===== src/source/mshr_pkg.sv =====
`default_nettype none

package mshr_pkg;

  // memory transaction tag, 0 means no transaction
  localparam int tag_width = 4;

  // memory bus command
  typedef enum logic [1:0] {
    BUS_NONE  = 2'd0,
    BUS_LOAD  = 2'd1,
    BUS_STORE = 2'd2
  } bus_command_t;

  // life of a table entry
  typedef enum logic [1:0] {
    WAITING    = 2'd0,
    INPROGRESS = 2'd1,
    DONE       = 2'd2
  } entry_state_t;

  // what the cache hands over
  typedef enum logic {
    MISS_LOAD  = 1'b0,
    MISS_EVICT = 1'b1
  } miss_kind_t;

endpackage

`default_nettype wire


===== src/source/miss_intake.sv =====
`timescale 1ns/1ps
`default_nettype none

module miss_intake import mshr_pkg::*; #(
  parameter int addr_width = 32,
  parameter int data_width = 64
) (
  input  wire                   clock,
  input  wire                   reset,
  input  wire                   miss_req,
  input  wire miss_kind_t       miss_kind,
  input  wire  [addr_width-1:0] miss_addr,
  input  wire  [data_width-1:0] miss_data,
  input  wire                   full,
  input  wire                   lookup_hit_load,
  input  wire                   lookup_hit_evict,
  input  wire  [data_width-1:0] lookup_data,
  output logic                  miss_ack,
  output logic                  fwd_valid,
  output logic [data_width-1:0] fwd_data,
  output logic                  alloc,
  output miss_kind_t            alloc_kind,
  output logic [addr_width-1:0] alloc_addr,
  output logic [data_width-1:0] alloc_data
);

  logic is_load;
  logic merge;
  logic forward;
  logic can_settle;

  // forwarding wins over merging, the eviction data is the newest copy
  assign is_load    = (miss_kind == MISS_LOAD);
  assign forward    = is_load && lookup_hit_evict;
  assign merge      = is_load && lookup_hit_load && !lookup_hit_evict;
  assign can_settle = merge || forward || !full;

  // miss_ack doubles as the handshake phase
  always_ff @(posedge clock) begin
    if (reset) begin
      miss_ack  <= 1'b0;
      fwd_valid <= 1'b0;
      alloc     <= 1'b0;
    end else begin
      alloc <= 1'b0;
      if (!miss_ack && miss_req && can_settle) begin
        miss_ack  <= 1'b1;
        fwd_valid <= forward;
        alloc     <= !merge && !forward;
      end else if (miss_ack && !miss_req) begin
        miss_ack  <= 1'b0;
        fwd_valid <= 1'b0;
      end
    end
  end

  // capture while idle, held through the ack phase
  always_ff @(posedge clock) begin
    if (!miss_ack && miss_req) begin
      alloc_kind <= miss_kind;
      alloc_addr <= miss_addr;
      alloc_data <= miss_data;
      fwd_data   <= lookup_data;
    end
  end

  // full was low when the miss was taken, and nothing else allocates in between
  a_no_alloc_when_full: assert property (
    @(posedge clock) disable iff (reset) alloc |-> !full
  ) else $error("allocation into a full table");

endmodule

`default_nettype wire


===== src/source/mshr_table.sv =====
`timescale 1ns/1ps
`default_nettype none

module mshr_table import mshr_pkg::*; #(
  parameter int depth      = 8,
  parameter int addr_width = 32,
  parameter int data_width = 64
) (
  input  wire                        clock,
  input  wire                        reset,
  input  wire                        alloc,
  input  wire miss_kind_t            alloc_kind,
  input  wire  [addr_width-1:0]      alloc_addr,
  input  wire  [data_width-1:0]      alloc_data,
  input  wire  [addr_width-1:0]      miss_addr,
  input  wire  [$clog2(depth)-1:0]   head_index,
  input  wire                        issue_accept,
  input  wire  [tag_width-1:0]       issue_tag,
  input  wire  [tag_width-1:0]       mem_tag,
  input  wire  [data_width-1:0]      mem_rdata,
  input  wire  [$clog2(depth)-1:0]   wb_index,
  input  wire                        wb_release,
  output logic                       full,
  output logic                       lookup_hit_load,
  output logic                       lookup_hit_evict,
  output logic [data_width-1:0]      lookup_data,
  output logic                       head_valid,
  output entry_state_t               head_state,
  output miss_kind_t                 head_kind,
  output logic [addr_width-1:0]      head_addr,
  output logic [data_width-1:0]      head_data,
  output logic                       wb_valid,
  output entry_state_t               wb_state,
  output miss_kind_t                 wb_kind,
  output logic [addr_width-1:0]      wb_addr,
  output logic [data_width-1:0]      wb_data
);

  localparam int index_width = $clog2(depth);

  logic                   entry_valid [depth];
  entry_state_t           entry_state [depth];
  miss_kind_t             entry_kind  [depth];
  logic [tag_width-1:0]   entry_tag   [depth];
  logic [addr_width-1:0]  entry_addr  [depth];
  logic [data_width-1:0]  entry_data  [depth];

  logic [index_width-1:0] tail;
  logic [depth-1:0]       complete_hit;
  logic                   tag_clash;

  assign full = entry_valid[tail];

  assign head_valid = entry_valid[head_index];
  assign head_state = entry_state[head_index];
  assign head_kind  = entry_kind[head_index];
  assign head_addr  = entry_addr[head_index];
  assign head_data  = entry_data[head_index];

  assign wb_valid = entry_valid[wb_index];
  assign wb_state = entry_state[wb_index];
  assign wb_kind  = entry_kind[wb_index];
  assign wb_addr  = entry_addr[wb_index];
  assign wb_data  = entry_data[wb_index];

  // scan from the oldest entry so the newest eviction supplies the data
  always_comb begin
    logic [index_width-1:0] scan;
    lookup_hit_load  = 1'b0;
    lookup_hit_evict = 1'b0;
    lookup_data      = '0;
    for (int i = 0; i < depth; i++) begin
      scan = wb_index + index_width'(i);
      if (entry_valid[scan] && entry_addr[scan] == miss_addr) begin
        if (entry_kind[scan] == MISS_LOAD) begin
          lookup_hit_load = 1'b1;
        end else begin
          lookup_hit_evict = 1'b1;
          lookup_data      = entry_data[scan];
        end
      end
    end
  end

  // tag match against loads in flight
  always_comb begin
    for (int i = 0; i < depth; i++) begin
      complete_hit[i] = entry_valid[i] && entry_state[i] == INPROGRESS &&
                        entry_kind[i] == MISS_LOAD && mem_tag != '0 &&
                        entry_tag[i] == mem_tag;
    end
  end

  always_ff @(posedge clock) begin
    if (reset) begin
      tail <= '0;
      for (int i = 0; i < depth; i++) begin
        entry_valid[i] <= 1'b0;
        entry_state[i] <= WAITING;
      end
    end else begin
      for (int i = 0; i < depth; i++) begin
        if (complete_hit[i]) begin
          entry_state[i] <= DONE;
        end
      end
      // evictions need no response data
      if (issue_accept) begin
        entry_state[head_index] <= (entry_kind[head_index] == MISS_EVICT) ? DONE : INPROGRESS;
      end
      if (alloc) begin
        entry_valid[tail] <= 1'b1;
        entry_state[tail] <= WAITING;
        tail              <= tail + 1'b1;
      end
      if (wb_release) begin
        entry_valid[wb_index] <= 1'b0;
      end
    end
  end

  always_ff @(posedge clock) begin
    for (int i = 0; i < depth; i++) begin
      if (complete_hit[i]) begin
        entry_data[i] <= mem_rdata;
      end
    end
    if (issue_accept) begin
      entry_tag[head_index] <= issue_tag;
    end
    if (alloc) begin
      entry_kind[tail] <= alloc_kind;
      entry_addr[tail] <= alloc_addr;
      entry_data[tail] <= alloc_data;
    end
  end

  always_comb begin
    tag_clash = 1'b0;
    for (int i = 0; i < depth; i++) begin
      for (int j = i + 1; j < depth; j++) begin
        if (entry_valid[i] && entry_valid[j] && entry_state[i] == INPROGRESS &&
            entry_state[j] == INPROGRESS && entry_tag[i] == entry_tag[j]) begin
          tag_clash = 1'b1;
        end
      end
    end
  end

  a_release_done: assert property (
    @(posedge clock) disable iff (reset) wb_release |-> wb_valid && wb_state == DONE
  ) else $error("release of an entry that is not done");

  a_unique_tags: assert property (
    @(posedge clock) disable iff (reset) !tag_clash
  ) else $error("two loads in flight share a memory tag");

endmodule

`default_nettype wire


===== src/source/mem_issue.sv =====
`timescale 1ns/1ps
`default_nettype none

module mem_issue import mshr_pkg::*; #(
  parameter int depth      = 8,
  parameter int addr_width = 32,
  parameter int data_width = 64
) (
  input  wire                       clock,
  input  wire                       reset,
  input  wire                       head_valid,
  input  wire entry_state_t         head_state,
  input  wire miss_kind_t           head_kind,
  input  wire  [addr_width-1:0]     head_addr,
  input  wire  [data_width-1:0]     head_data,
  input  wire  [tag_width-1:0]      mem_response,
  output logic [$clog2(depth)-1:0]  head_index,
  output logic                      issue_accept,
  output logic [tag_width-1:0]      issue_tag,
  output bus_command_t              mem_command,
  output logic [addr_width-1:0]     mem_addr,
  output logic [data_width-1:0]     mem_wdata
);

  logic head_pending;

  assign head_pending = head_valid && head_state == WAITING;

  always_comb begin
    if (!head_pending) begin
      mem_command = BUS_NONE;
    end else if (head_kind == MISS_LOAD) begin
      mem_command = BUS_LOAD;
    end else begin
      mem_command = BUS_STORE;
    end
  end

  assign mem_addr  = head_addr;
  assign mem_wdata = head_data;

  // a nonzero response is both the acceptance and the tag to match later
  assign issue_accept = head_pending && mem_response != '0;
  assign issue_tag    = mem_response;

  always_ff @(posedge clock) begin
    if (reset) begin
      head_index <= '0;
    end else if (issue_accept) begin
      head_index <= head_index + 1'b1;
    end
  end

  // the head entry must not move or change under a pending request
  a_request_stable: assert property (
    @(posedge clock) disable iff (reset)
    (mem_command != BUS_NONE && mem_response == '0) |=>
      $stable(mem_command) && $stable(mem_addr) && $stable(mem_wdata)
  ) else $error("memory request changed before acceptance");

endmodule

`default_nettype wire


===== src/source/refill_retire.sv =====
`timescale 1ns/1ps
`default_nettype none

module refill_retire import mshr_pkg::*; #(
  parameter int depth      = 8,
  parameter int addr_width = 32,
  parameter int data_width = 64
) (
  input  wire                       clock,
  input  wire                       reset,
  input  wire                       wb_valid,
  input  wire entry_state_t         wb_state,
  input  wire miss_kind_t           wb_kind,
  input  wire  [addr_width-1:0]     wb_addr,
  input  wire  [data_width-1:0]     wb_data,
  input  wire                       refill_ack,
  output logic [$clog2(depth)-1:0]  wb_index,
  output logic                      wb_release,
  output logic                      refill_valid,
  output logic [addr_width-1:0]     refill_addr,
  output logic [data_width-1:0]     refill_data
);

  logic head_done;
  logic load_ready;
  logic evict_ready;

  assign head_done   = wb_valid && wb_state == DONE;
  assign load_ready  = head_done && wb_kind == MISS_LOAD;
  assign evict_ready = head_done && wb_kind == MISS_EVICT;

  // a finished eviction leaves without bothering the cache
  assign wb_release = refill_valid ? refill_ack : evict_ready;

  always_ff @(posedge clock) begin
    if (reset) begin
      wb_index     <= '0;
      refill_valid <= 1'b0;
    end else begin
      if (wb_release) begin
        wb_index <= wb_index + 1'b1;
      end
      // wait for ack to fall before the next refill
      if (refill_valid && refill_ack) begin
        refill_valid <= 1'b0;
      end else if (!refill_valid && !refill_ack && load_ready) begin
        refill_valid <= 1'b1;
      end
    end
  end

  always_ff @(posedge clock) begin
    if (!refill_valid) begin
      refill_addr <= wb_addr;
      refill_data <= wb_data;
    end
  end

  a_refill_stable: assert property (
    @(posedge clock) disable iff (reset)
    (refill_valid && !refill_ack) |=> refill_valid && $stable(refill_addr)
  ) else $error("refill dropped or changed before ack");

endmodule

`default_nettype wire


===== src/source/mshr_top.sv =====
`timescale 1ns/1ps
`default_nettype none

module mshr_top import mshr_pkg::*; #(
  parameter int depth      = 8,
  parameter int addr_width = 32,
  parameter int data_width = 64
) (
  input  wire                   clock,
  input  wire                   reset,
  input  wire                   miss_req,
  input  wire miss_kind_t       miss_kind,
  input  wire  [addr_width-1:0] miss_addr,
  input  wire  [data_width-1:0] miss_data,
  output logic                  miss_ack,
  output logic                  fwd_valid,
  output logic [data_width-1:0] fwd_data,
  output logic                  refill_valid,
  output logic [addr_width-1:0] refill_addr,
  output logic [data_width-1:0] refill_data,
  input  wire                   refill_ack,
  output bus_command_t          mem_command,
  output logic [addr_width-1:0] mem_addr,
  output logic [data_width-1:0] mem_wdata,
  input  wire  [tag_width-1:0]  mem_response,
  input  wire  [tag_width-1:0]  mem_tag,
  input  wire  [data_width-1:0] mem_rdata
);

  localparam int index_width = $clog2(depth);

  logic                   alloc;
  miss_kind_t             alloc_kind;
  logic [addr_width-1:0]  alloc_addr;
  logic [data_width-1:0]  alloc_data;
  logic                   full;
  logic                   lookup_hit_load;
  logic                   lookup_hit_evict;
  logic [data_width-1:0]  lookup_data;

  logic [index_width-1:0] head_index;
  logic                   head_valid;
  entry_state_t           head_state;
  miss_kind_t             head_kind;
  logic [addr_width-1:0]  head_addr;
  logic [data_width-1:0]  head_data;
  logic                   issue_accept;
  logic [tag_width-1:0]   issue_tag;

  logic [index_width-1:0] wb_index;
  logic                   wb_release;
  logic                   wb_valid;
  entry_state_t           wb_state;
  miss_kind_t             wb_kind;
  logic [addr_width-1:0]  wb_addr;
  logic [data_width-1:0]  wb_data;

  miss_intake #(
    .addr_width(addr_width),
    .data_width(data_width)
  ) intake0 (
    .clock(clock), .reset(reset),
    .miss_req(miss_req), .miss_kind(miss_kind), .miss_addr(miss_addr), .miss_data(miss_data),
    .full(full), .lookup_hit_load(lookup_hit_load), .lookup_hit_evict(lookup_hit_evict),
    .lookup_data(lookup_data),
    .miss_ack(miss_ack), .fwd_valid(fwd_valid), .fwd_data(fwd_data),
    .alloc(alloc), .alloc_kind(alloc_kind), .alloc_addr(alloc_addr), .alloc_data(alloc_data)
  );

  mshr_table #(
    .depth(depth),
    .addr_width(addr_width),
    .data_width(data_width)
  ) table0 (
    .clock(clock), .reset(reset),
    .alloc(alloc), .alloc_kind(alloc_kind), .alloc_addr(alloc_addr), .alloc_data(alloc_data),
    .miss_addr(miss_addr), .head_index(head_index),
    .issue_accept(issue_accept), .issue_tag(issue_tag),
    .mem_tag(mem_tag), .mem_rdata(mem_rdata),
    .wb_index(wb_index), .wb_release(wb_release),
    .full(full), .lookup_hit_load(lookup_hit_load), .lookup_hit_evict(lookup_hit_evict),
    .lookup_data(lookup_data),
    .head_valid(head_valid), .head_state(head_state), .head_kind(head_kind),
    .head_addr(head_addr), .head_data(head_data),
    .wb_valid(wb_valid), .wb_state(wb_state), .wb_kind(wb_kind),
    .wb_addr(wb_addr), .wb_data(wb_data)
  );

  mem_issue #(
    .depth(depth),
    .addr_width(addr_width),
    .data_width(data_width)
  ) issue0 (
    .clock(clock), .reset(reset),
    .head_valid(head_valid), .head_state(head_state), .head_kind(head_kind),
    .head_addr(head_addr), .head_data(head_data), .mem_response(mem_response),
    .head_index(head_index), .issue_accept(issue_accept), .issue_tag(issue_tag),
    .mem_command(mem_command), .mem_addr(mem_addr), .mem_wdata(mem_wdata)
  );

  refill_retire #(
    .depth(depth),
    .addr_width(addr_width),
    .data_width(data_width)
  ) retire0 (
    .clock(clock), .reset(reset),
    .wb_valid(wb_valid), .wb_state(wb_state), .wb_kind(wb_kind),
    .wb_addr(wb_addr), .wb_data(wb_data), .refill_ack(refill_ack),
    .wb_index(wb_index), .wb_release(wb_release),
    .refill_valid(refill_valid), .refill_addr(refill_addr), .refill_data(refill_data)
  );

endmodule

`default_nettype wire


===== config.mk =====
export PLATFORM = sky130hd
export DESIGN_NAME = mshr_top
export DESIGN_NICKNAME = d
export VERILOG_FILES = /design/src/source/mshr_pkg.sv /design/src/source/miss_intake.sv /design/src/source/mshr_table.sv /design/src/source/mem_issue.sv /design/src/source/refill_retire.sv /design/src/source/mshr_top.sv
export SDC_FILE = /design/constraint.sdc
export NUM_CORES = 2
export LEC_CHECK = 0
export BUFFER_PORTS_ARGS = -buffer_cell sky130_fd_sc_hd__clkbuf_2
export CAP_MARGIN = 20
export CORE_UTILIZATION = 35
export CTS_CLUSTER_DIAMETER = 60
export DETAILED_ROUTE_END_ITERATION = 6
export MAX_ROUTING_LAYER = met4
export PLACE_DENSITY = 0.49
export REMOVE_ABC_BUFFERS = 1
export SKIP_LAST_GASP = 1
export SYNTH_ARGS = -nofsm -noshare
export SYNTH_HDL_FRONTEND = slang
export SYNTH_SLANG_ARGS = --single-unit

===== constraint.sdc =====
create_clock -name clock -period 14.5 [get_ports clock]
set_clock_uncertainty 0.1 [all_clocks]
set_input_delay 1.45 -clock clock [delete_from_list [all_inputs] [get_ports clock]]
set_output_delay 1.45 -clock clock [all_outputs]
set_load 0.03 [all_outputs]

# ---- After elaboration in Yosys (flattened, before gate mapping)
# Memory sizes are Yosys's and may differ from the RTL's. A register that Yosys moved wholly into a read port is not among the register bits.
# Cells that the tools add are included.
dict set report op_classes {
  n_reduce_logical 73
  n_eq_ne 25
  mux 135
  n_addsub 9
  bitwise_logic 19
}
# operator count
set op_table {}
lappend op_table {{$mux W64} 16}
lappend op_table {{$eq A32 B32 Y1} 8}
lappend op_table {{$mux W1} 85}
lappend op_table {{$mux W3} 24}
lappend op_table {{$logic_and A1 B1 Y1} 55}
lappend op_table {{$eq A4 B4 Y1} 8}
lappend op_table {{$mux W2} 10}
lappend op_table {{$eq A2 B1 Y1 const B} 8}
lappend op_table {{$add A3 B3 Y3 const B} 4}
lappend op_table {{$not A1 Y1} 11}
lappend op_table {{$add A3 B1 Y3 const B} 3}
lappend op_table {{$logic_not A1 Y1} 8}
lappend op_table {{$or A1 B1 Y1} 8}
lappend op_table {{$reduce_bool A4 Y1} 2}
lappend op_table {{$add A3 B2 Y3 const B} 2}
lappend op_table {{$reduce_or A2 Y1} 2}
lappend op_table {{$eq A2 B2 Y1 const B} 1}
lappend op_table {{$logic_not A2 Y1} 1}
lappend op_table {{$logic_or A1 B1 Y1} 2}
lappend op_table {{$reduce_bool A2 Y1} 1}
lappend op_table {{$reduce_or A1 Y1} 2}
dict set report word_totals {
  mem_count 6
  word_cells 280
  regBits 270
  ramBits 832
}
# name depth word_bits rd rd_ports_with_merged_regs wr line
set mem_list {}
lappend mem_list {table0.entry_data 8 64 9 2 9 mshr_table.sv:46} ;# logic [data_width-1:0] entry_data [depth];
lappend mem_list {table0.entry_addr 8 32 9 2 1 mshr_table.sv:45} ;# logic [addr_width-1:0] entry_addr [depth];
lappend mem_list {table0.entry_tag 8 4 8 0 1 mshr_table.sv:44} ;# logic [tag_width-1:0] entry_tag [depth];
lappend mem_list {table0.entry_state 8 2 10 2 10 mshr_table.sv:42} ;# entry_state_t entry_state [depth];
lappend mem_list {table0.entry_kind 8 1 17 2 1 mshr_table.sv:43} ;# miss_kind_t entry_kind [depth];
lappend mem_list {table0.entry_valid 8 1 18 3 8 mshr_table.sv:41} ;# logic entry_valid [depth];

# ---- Longest topological paths before layout
dict set report depth {
  depth_word 24
  depth_mapped 28
  ltp_nobuf 13
}

# ---- Modules after synthesis
# Synthesis repeated with hierarchy kept, for this count alone.
dict set report hier_totals {
  cells_unflattened 7834
  hier_area_um2 82505.4
}
# module seq_area_each_um2 cells_per_inst instances area_per_inst_um2
set by_module_without_submodules {}
lappend by_module_without_submodules {mshr_table 24863.8 7410 1 73414.2}
lappend by_module_without_submodules {miss_intake 4894.7 176 1 4992.3}
lappend by_module_without_submodules {refill_retire 2962.8 128 1 3173.0}
lappend by_module_without_submodules {mem_issue 60.1 120 1 925.9}

# ---- Worst setup path after synthesis
# Ideal clock, no wire load.
dict set report synth_path {
  kind {input -> register}
  from {input miss_req}
  to {register intake0.fwd_valid}
  setup_ns 0.114
  t_required_ns 14.286
  cell_stages 4
  setup_slack_ns 4.612
  t_arrival_ns 9.674
  cell_sequence {nor2b_1 -> o21ai_0 -> a21o_1 -> a21o_1}
}
dict set report synth_via {
  elab_chain_len 3
  word_cells_on_any_way 6
  classes_between {mux: 1; reduce/logical: 5}
}
# item line
set synth_lines {}
lappend synth_lines {{start, declared} mshr_top.sv:11} ;# input wire miss_req,
lappend synth_lines {{$logic_and A1 B1 Y1 / $logic_not A1 Y1 (equally long branches)} {miss_intake.sv:46, miss_intake.sv:50}}
lappend synth_lines {{$logic_and A1 B1 Y1, on equally long branches} {miss_intake.sv:46, miss_intake.sv:50}}
lappend synth_lines {{$mux W1 / $reduce_bool A2 Y1 (equally long branches)} --}
lappend synth_lines {{end signal, assigned} miss_intake.sv:48} ;# fwd_valid <= forward;
lappend synth_lines {{end, declared} miss_intake.sv:19} ;# output logic fwd_valid,
# Parallel ways exist; a longest one is shown, timed or not.
# A chain may end at the register's enable or synchronous reset.

# ---- Worst setup path in the final report
dict set report layout_path {
  from {register retire0.wb_index[0]}
  to {register intake0.fwd_data[1], data pin}
}
dict set report layout_via {
  elab_chain_len 17
  word_cells_on_any_way 39
  classes_between {add/sub: 7; eq/ne: 7; mux: 14; reduce/logical: 7; memory: 4}
}
# item line
set layout_lines {}
lappend layout_lines {{start, declared} refill_retire.sv:17} ;# output logic [$clog2(depth)-1:0] wb_index,
lappend layout_lines {{start signal, assigned} refill_retire.sv:41} ;# wb_index <= wb_index + 1'b1;
lappend layout_lines {{$add A3 B1 Y3} mshr_table.sv:73} ;# scan = wb_index + index_width'(i);
lappend layout_lines {{$mem_v2 Z8 W32} --}
lappend layout_lines {{$eq A32 B32 Y1} mshr_table.sv:74} ;# if (entry_valid[scan] && entry_addr[scan] == miss_addr) begin
lappend layout_lines {{$logic_and A1 B1 Y1} mshr_table.sv:74}
lappend layout_lines {{$mux W64} mshr_table.sv:74}
lappend layout_lines {{$mux W64} mshr_table.sv:75} ;# if (entry_kind[scan] == MISS_LOAD) begin
lappend layout_lines {{$mux W64} mshr_table.sv:74}
lappend layout_lines {{$mux W64} mshr_table.sv:75}
lappend layout_lines {{[... 2 more ...]} --}
lappend layout_lines {{$mux W64} mshr_table.sv:74}
lappend layout_lines {{$mux W64} mshr_table.sv:75}
lappend layout_lines {{$mux W64} mshr_table.sv:74}
lappend layout_lines {{$mux W64} mshr_table.sv:75}
lappend layout_lines {{$mux W64} mshr_table.sv:74}
lappend layout_lines {{$mux W64} mshr_table.sv:75}
lappend layout_lines {{$mux W64 (*)} mshr_table.sv:74}
lappend layout_lines {{via intake0.lookup_data[1]} miss_intake.sv:17} ;# input wire [data_width-1:0] lookup_data,
lappend layout_lines {{end signal, assigned} miss_intake.sv:63} ;# fwd_data <= lookup_data;
lappend layout_lines {{end, declared} miss_intake.sv:20} ;# output logic [data_width-1:0] fwd_data,
# The timed path passes the listed nets; every way through them passes the cells marked *.

==> impl_metrics.csv <==
group,metric,value,unit
synthesis,ys_ff_latch,1111,
setup_path,cp-start-kind,"register",
floorplanning,die_area,0.262,mm^2
timing,final-max-slew-violation-count,0,
synthesis,ys_warn_count,0,
cts,cts_buffer_depth,3,
placement,gp_congestion,1.03,
finish,final_nets,7282,
timing,holdWs,0.420,ns
timing,hold_viol_final,0,
setup_path,crit_path_end_kind,"register",
synthesis,synthTopCellsByArea,"edfxtp_1, mux4_2, mux2i_1",
synthesis,synthArstFlopShare,0,
cts,htree_levels,4,
cts,post_cts_resized,0,
synthesis,synth.distinct_cells,97,
synthesis,synthCells,7022,
timing,rsz0062_at_grt,"no",
route,wl_met3,33400,um
global_route,gr-total-overflow,0,
finish,final_cell_area,0.101,mm^2
route,drt_iter0_drc,9050,
synthesis,synthesis.area,0.0911,mm^2
min_path,hold_path.class,"reg2reg",
power,p_leak,32.5,nW
setup_path,worstPathRequired,14.99,ns
setup_path,cp_max_fo,53,
finish,drive_gt1_frac,0.361,
route,ant_nets,0,
synthesis,syn_area_per_cell,13.0,um^2
cts,cts_tree,"yes",
route,routedWlPerCell,36.7,um
timing,timing.slew.headroom,0.166,
floorplanning,rows,186,
timing,layout_min_cycle_time,8.85,ns
synthesis,yosysSeqAreaShare,0.361,
synthesis,yosys.area.top_type,"edfxtp_1",
route,routed_wl,390000,um
setup_path,ff2ff_setup_slack,5.65,ns
placement,place_ws,5.64,ns
floorplanning,core_area,0.258,mm^2
timing,tightest_slew,1.25,ns
cts,clock_latency,0.81,ns
setup_path,critPathArrivalTime,9.34,ns
finish,area_growth,11.0,%
route,dr.pass1.iters,5,
timing,fin_ws,5.65,ns
floorplanning,die_h,512,um
global_route,grt_max_degree,130,
global_route,grt_pass1_vias,67523,
route,drc_errors,0,
cts,clk_pin_slew,0.06,ns
floorplanning,start_util,0.353,
power,power.density,83.3,mW/mm^2
global_route,grtUsageTotal,0.299,
timing,finalSetupViolations,0,
flow_run,drv_cap,0,
route,dr_wl_met2,183000,um
cts,hold_buffers,0,
cts,cts_post_setup_buffers_inserted,0,
route,viasPerCell,6.68,
placement,hpwlAfterDp,255000,um
floorplanning,die-width,512,um
synthesis,synth-edff-count,1065,
timing,max_freq,113,MHz
cts,clock-sinks,1111,
outcome,status,"complete, no violations",
setup_path,criticalPathCategory,"reg2reg",
floorplanning,io_pins,434,
route,vias,71111,
synthesis,synth_top_cell_area_share,0.351,
timing,period_share,0.611,
cts,cts-root-buf,"clkbuf_16",
cts,numCtsBuffers,152,
global_route,grt_pass1_wl,542000,um
route,drt-met1-wl,157000,um
placement,place_area,0.0959,mm^2
synthesis,synth_ff_type,"edfxtp_1",
global_route,antenna_found_initial,43,
placement,io_buffers,433,
power,vdd_ir_drop_max,0.000120,V
route,top_layer,"met4",
[synthesized netlist by cell type (all sizes together) (66+ instances only)]
cell,number
nand2,1369
mux4,1199
edfxtp,1065
mux2i,595
mux2,407
buf,357
clkbuf,294
xnor2,198
inv,114
nor2,114
o21ai,110
a21oi,103
a221oi,81
a32oi,76
o21a,68
o221ai,68
a311oi,66
nand3,66
[report_power, final]
part           internal [mW]  total (mW)  switching [mW]
clock                   2.20        3.80            1.60
sequential              3.60        3.69          0.0946
combinational          0.346       0.929           0.582
total                   6.14        8.42            2.27
[final cells by class]
class                   instances  area [um^2]
flip-flops and latches       1111        32900
repair buffers                583         3450
clock buffers                 173         3920
fillers                     24268       157000
inverters                     125          499
clock inverters                98         1100
well taps                    3384         4230
diodes                         42          105
multi-input cells            5128        54800
[critical path, cell delays in order (launching register included)]
cell and delay (ns):
dfxtp_4 0.82, inv_4 0.11, ha_4 0.81, buf_4 0.75, buf_4 0.79, mux4_2 0.67
and3_1 0.21, a31oi_1 0.16, nand4_1 0.14, nor4_1 0.63, nand4bb_1 0.37, o311ai_4 0.31
buf_4 0.62, buf_4 1.01, o221ai_1 0.25, a221oi_1 0.32, a311oi_1 0.09, o21a_1 0.25
[worst paths after layout]
path                                      endpoint                                  start  cells after the start
min reg2reg  table0.entry_state[3][0]$_SDFFE_PP0P_  table0.entry_state[3][0]$_SDFFE_PP0P_                      2
min          table0.entry_state[3][0]$_SDFFE_PP0P_  table0.entry_state[3][0]$_SDFFE_PP0P_                      2
max reg2reg          intake0.fwd_data[1]$_DFFE_PP_       retire0.wb_index[0]$_SDFFE_PP0P_                     17
max                  intake0.fwd_data[1]$_DFFE_PP_       retire0.wb_index[0]$_SDFFE_PP0P_                     17
[flip-flops by register name, summed over array words and instances (netlist names), named ones only]
signal	flops
retire0.refill_data	64
table0.entry_tag	32
table0.entry_data	512
intake0.alloc_addr	32
intake0.alloc_kind	1
retire0.refill_valid	1
intake0.alloc	1
table0.tail	3
intake0.alloc_data	64
table0.entry_kind	8
intake0.fwd_data	64
table0.entry_addr	256
intake0.fwd_valid	1
table0.entry_valid	8
table0.entry_state	16
intake0.miss_ack	1
retire0.refill_addr	32
retire0.wb_index	3
issue0.head_index	3
[metal layers]
layer,track usage,vias to the layer above
li1,-,28532
met1,0.389,37405
met2,0.464,4394
met3,0.0529,780
met4,0.114,0
met5,-,-
[cell usage in the layout, fill, tap and decap left out, types with 21 or more instances in the layout]
cell type	instances
o21ai_0	107
mux4_2	1192
a221oi_2	60
o21a_1	68
clkbuf_16	153
and2_1	21
xnor2_1	196
nand3_1	66
edfxtp_1	1065
mux2i_1	594
nand4_1	48
o22ai_1	24
nor2b_1	34
nor2_1	109
nor3b_1	26
a311oi_1	66
a221oi_1	21
diode_2	42
o221ai_2	60
nor4_1	38
inv_6	22
xor2_1	42
a22oi_1	25
a21oi_1	102
a32oi_1	76
buf_4	136
clkinv_1	35
nor3_1	48
inv_1	104
nand2_1	1366
nand2b_1	26
dfxtp_1	37
clkbuf_2	434
mux2_2	405
[cell families after synthesis]
group                    after synthesis  synth area share
adder cells (fa/ha/maj)                8           0.00110
AND/OR/NAND/NOR                     1915            0.0917
multiplexers                        2201             0.413
buffers and inverters                783            0.0393
AO/OA/AOI/OAI                        762            0.0706
flip-flops                          1111             0.361
XOR/XNOR                             242            0.0234
[metrics by stage]
stage / setup TNS, ns / cells / power, mW / utilization
after global placement: 0 / 10328 / 4.67 / 0.372
after global routing: 0 / 10633 / 8.62 / 0.392
after detailed placement: 0 / 10329 / 4.67 / 0.372
after floorplan: -3481.40 / 6364 / 4.40 / -
final: 0 / 10644 / 8.42 / 0.392
after CTS: 0 / 10600 / 8.46 / 0.391
No activity file was read; power rests on OpenSTA's default activity.
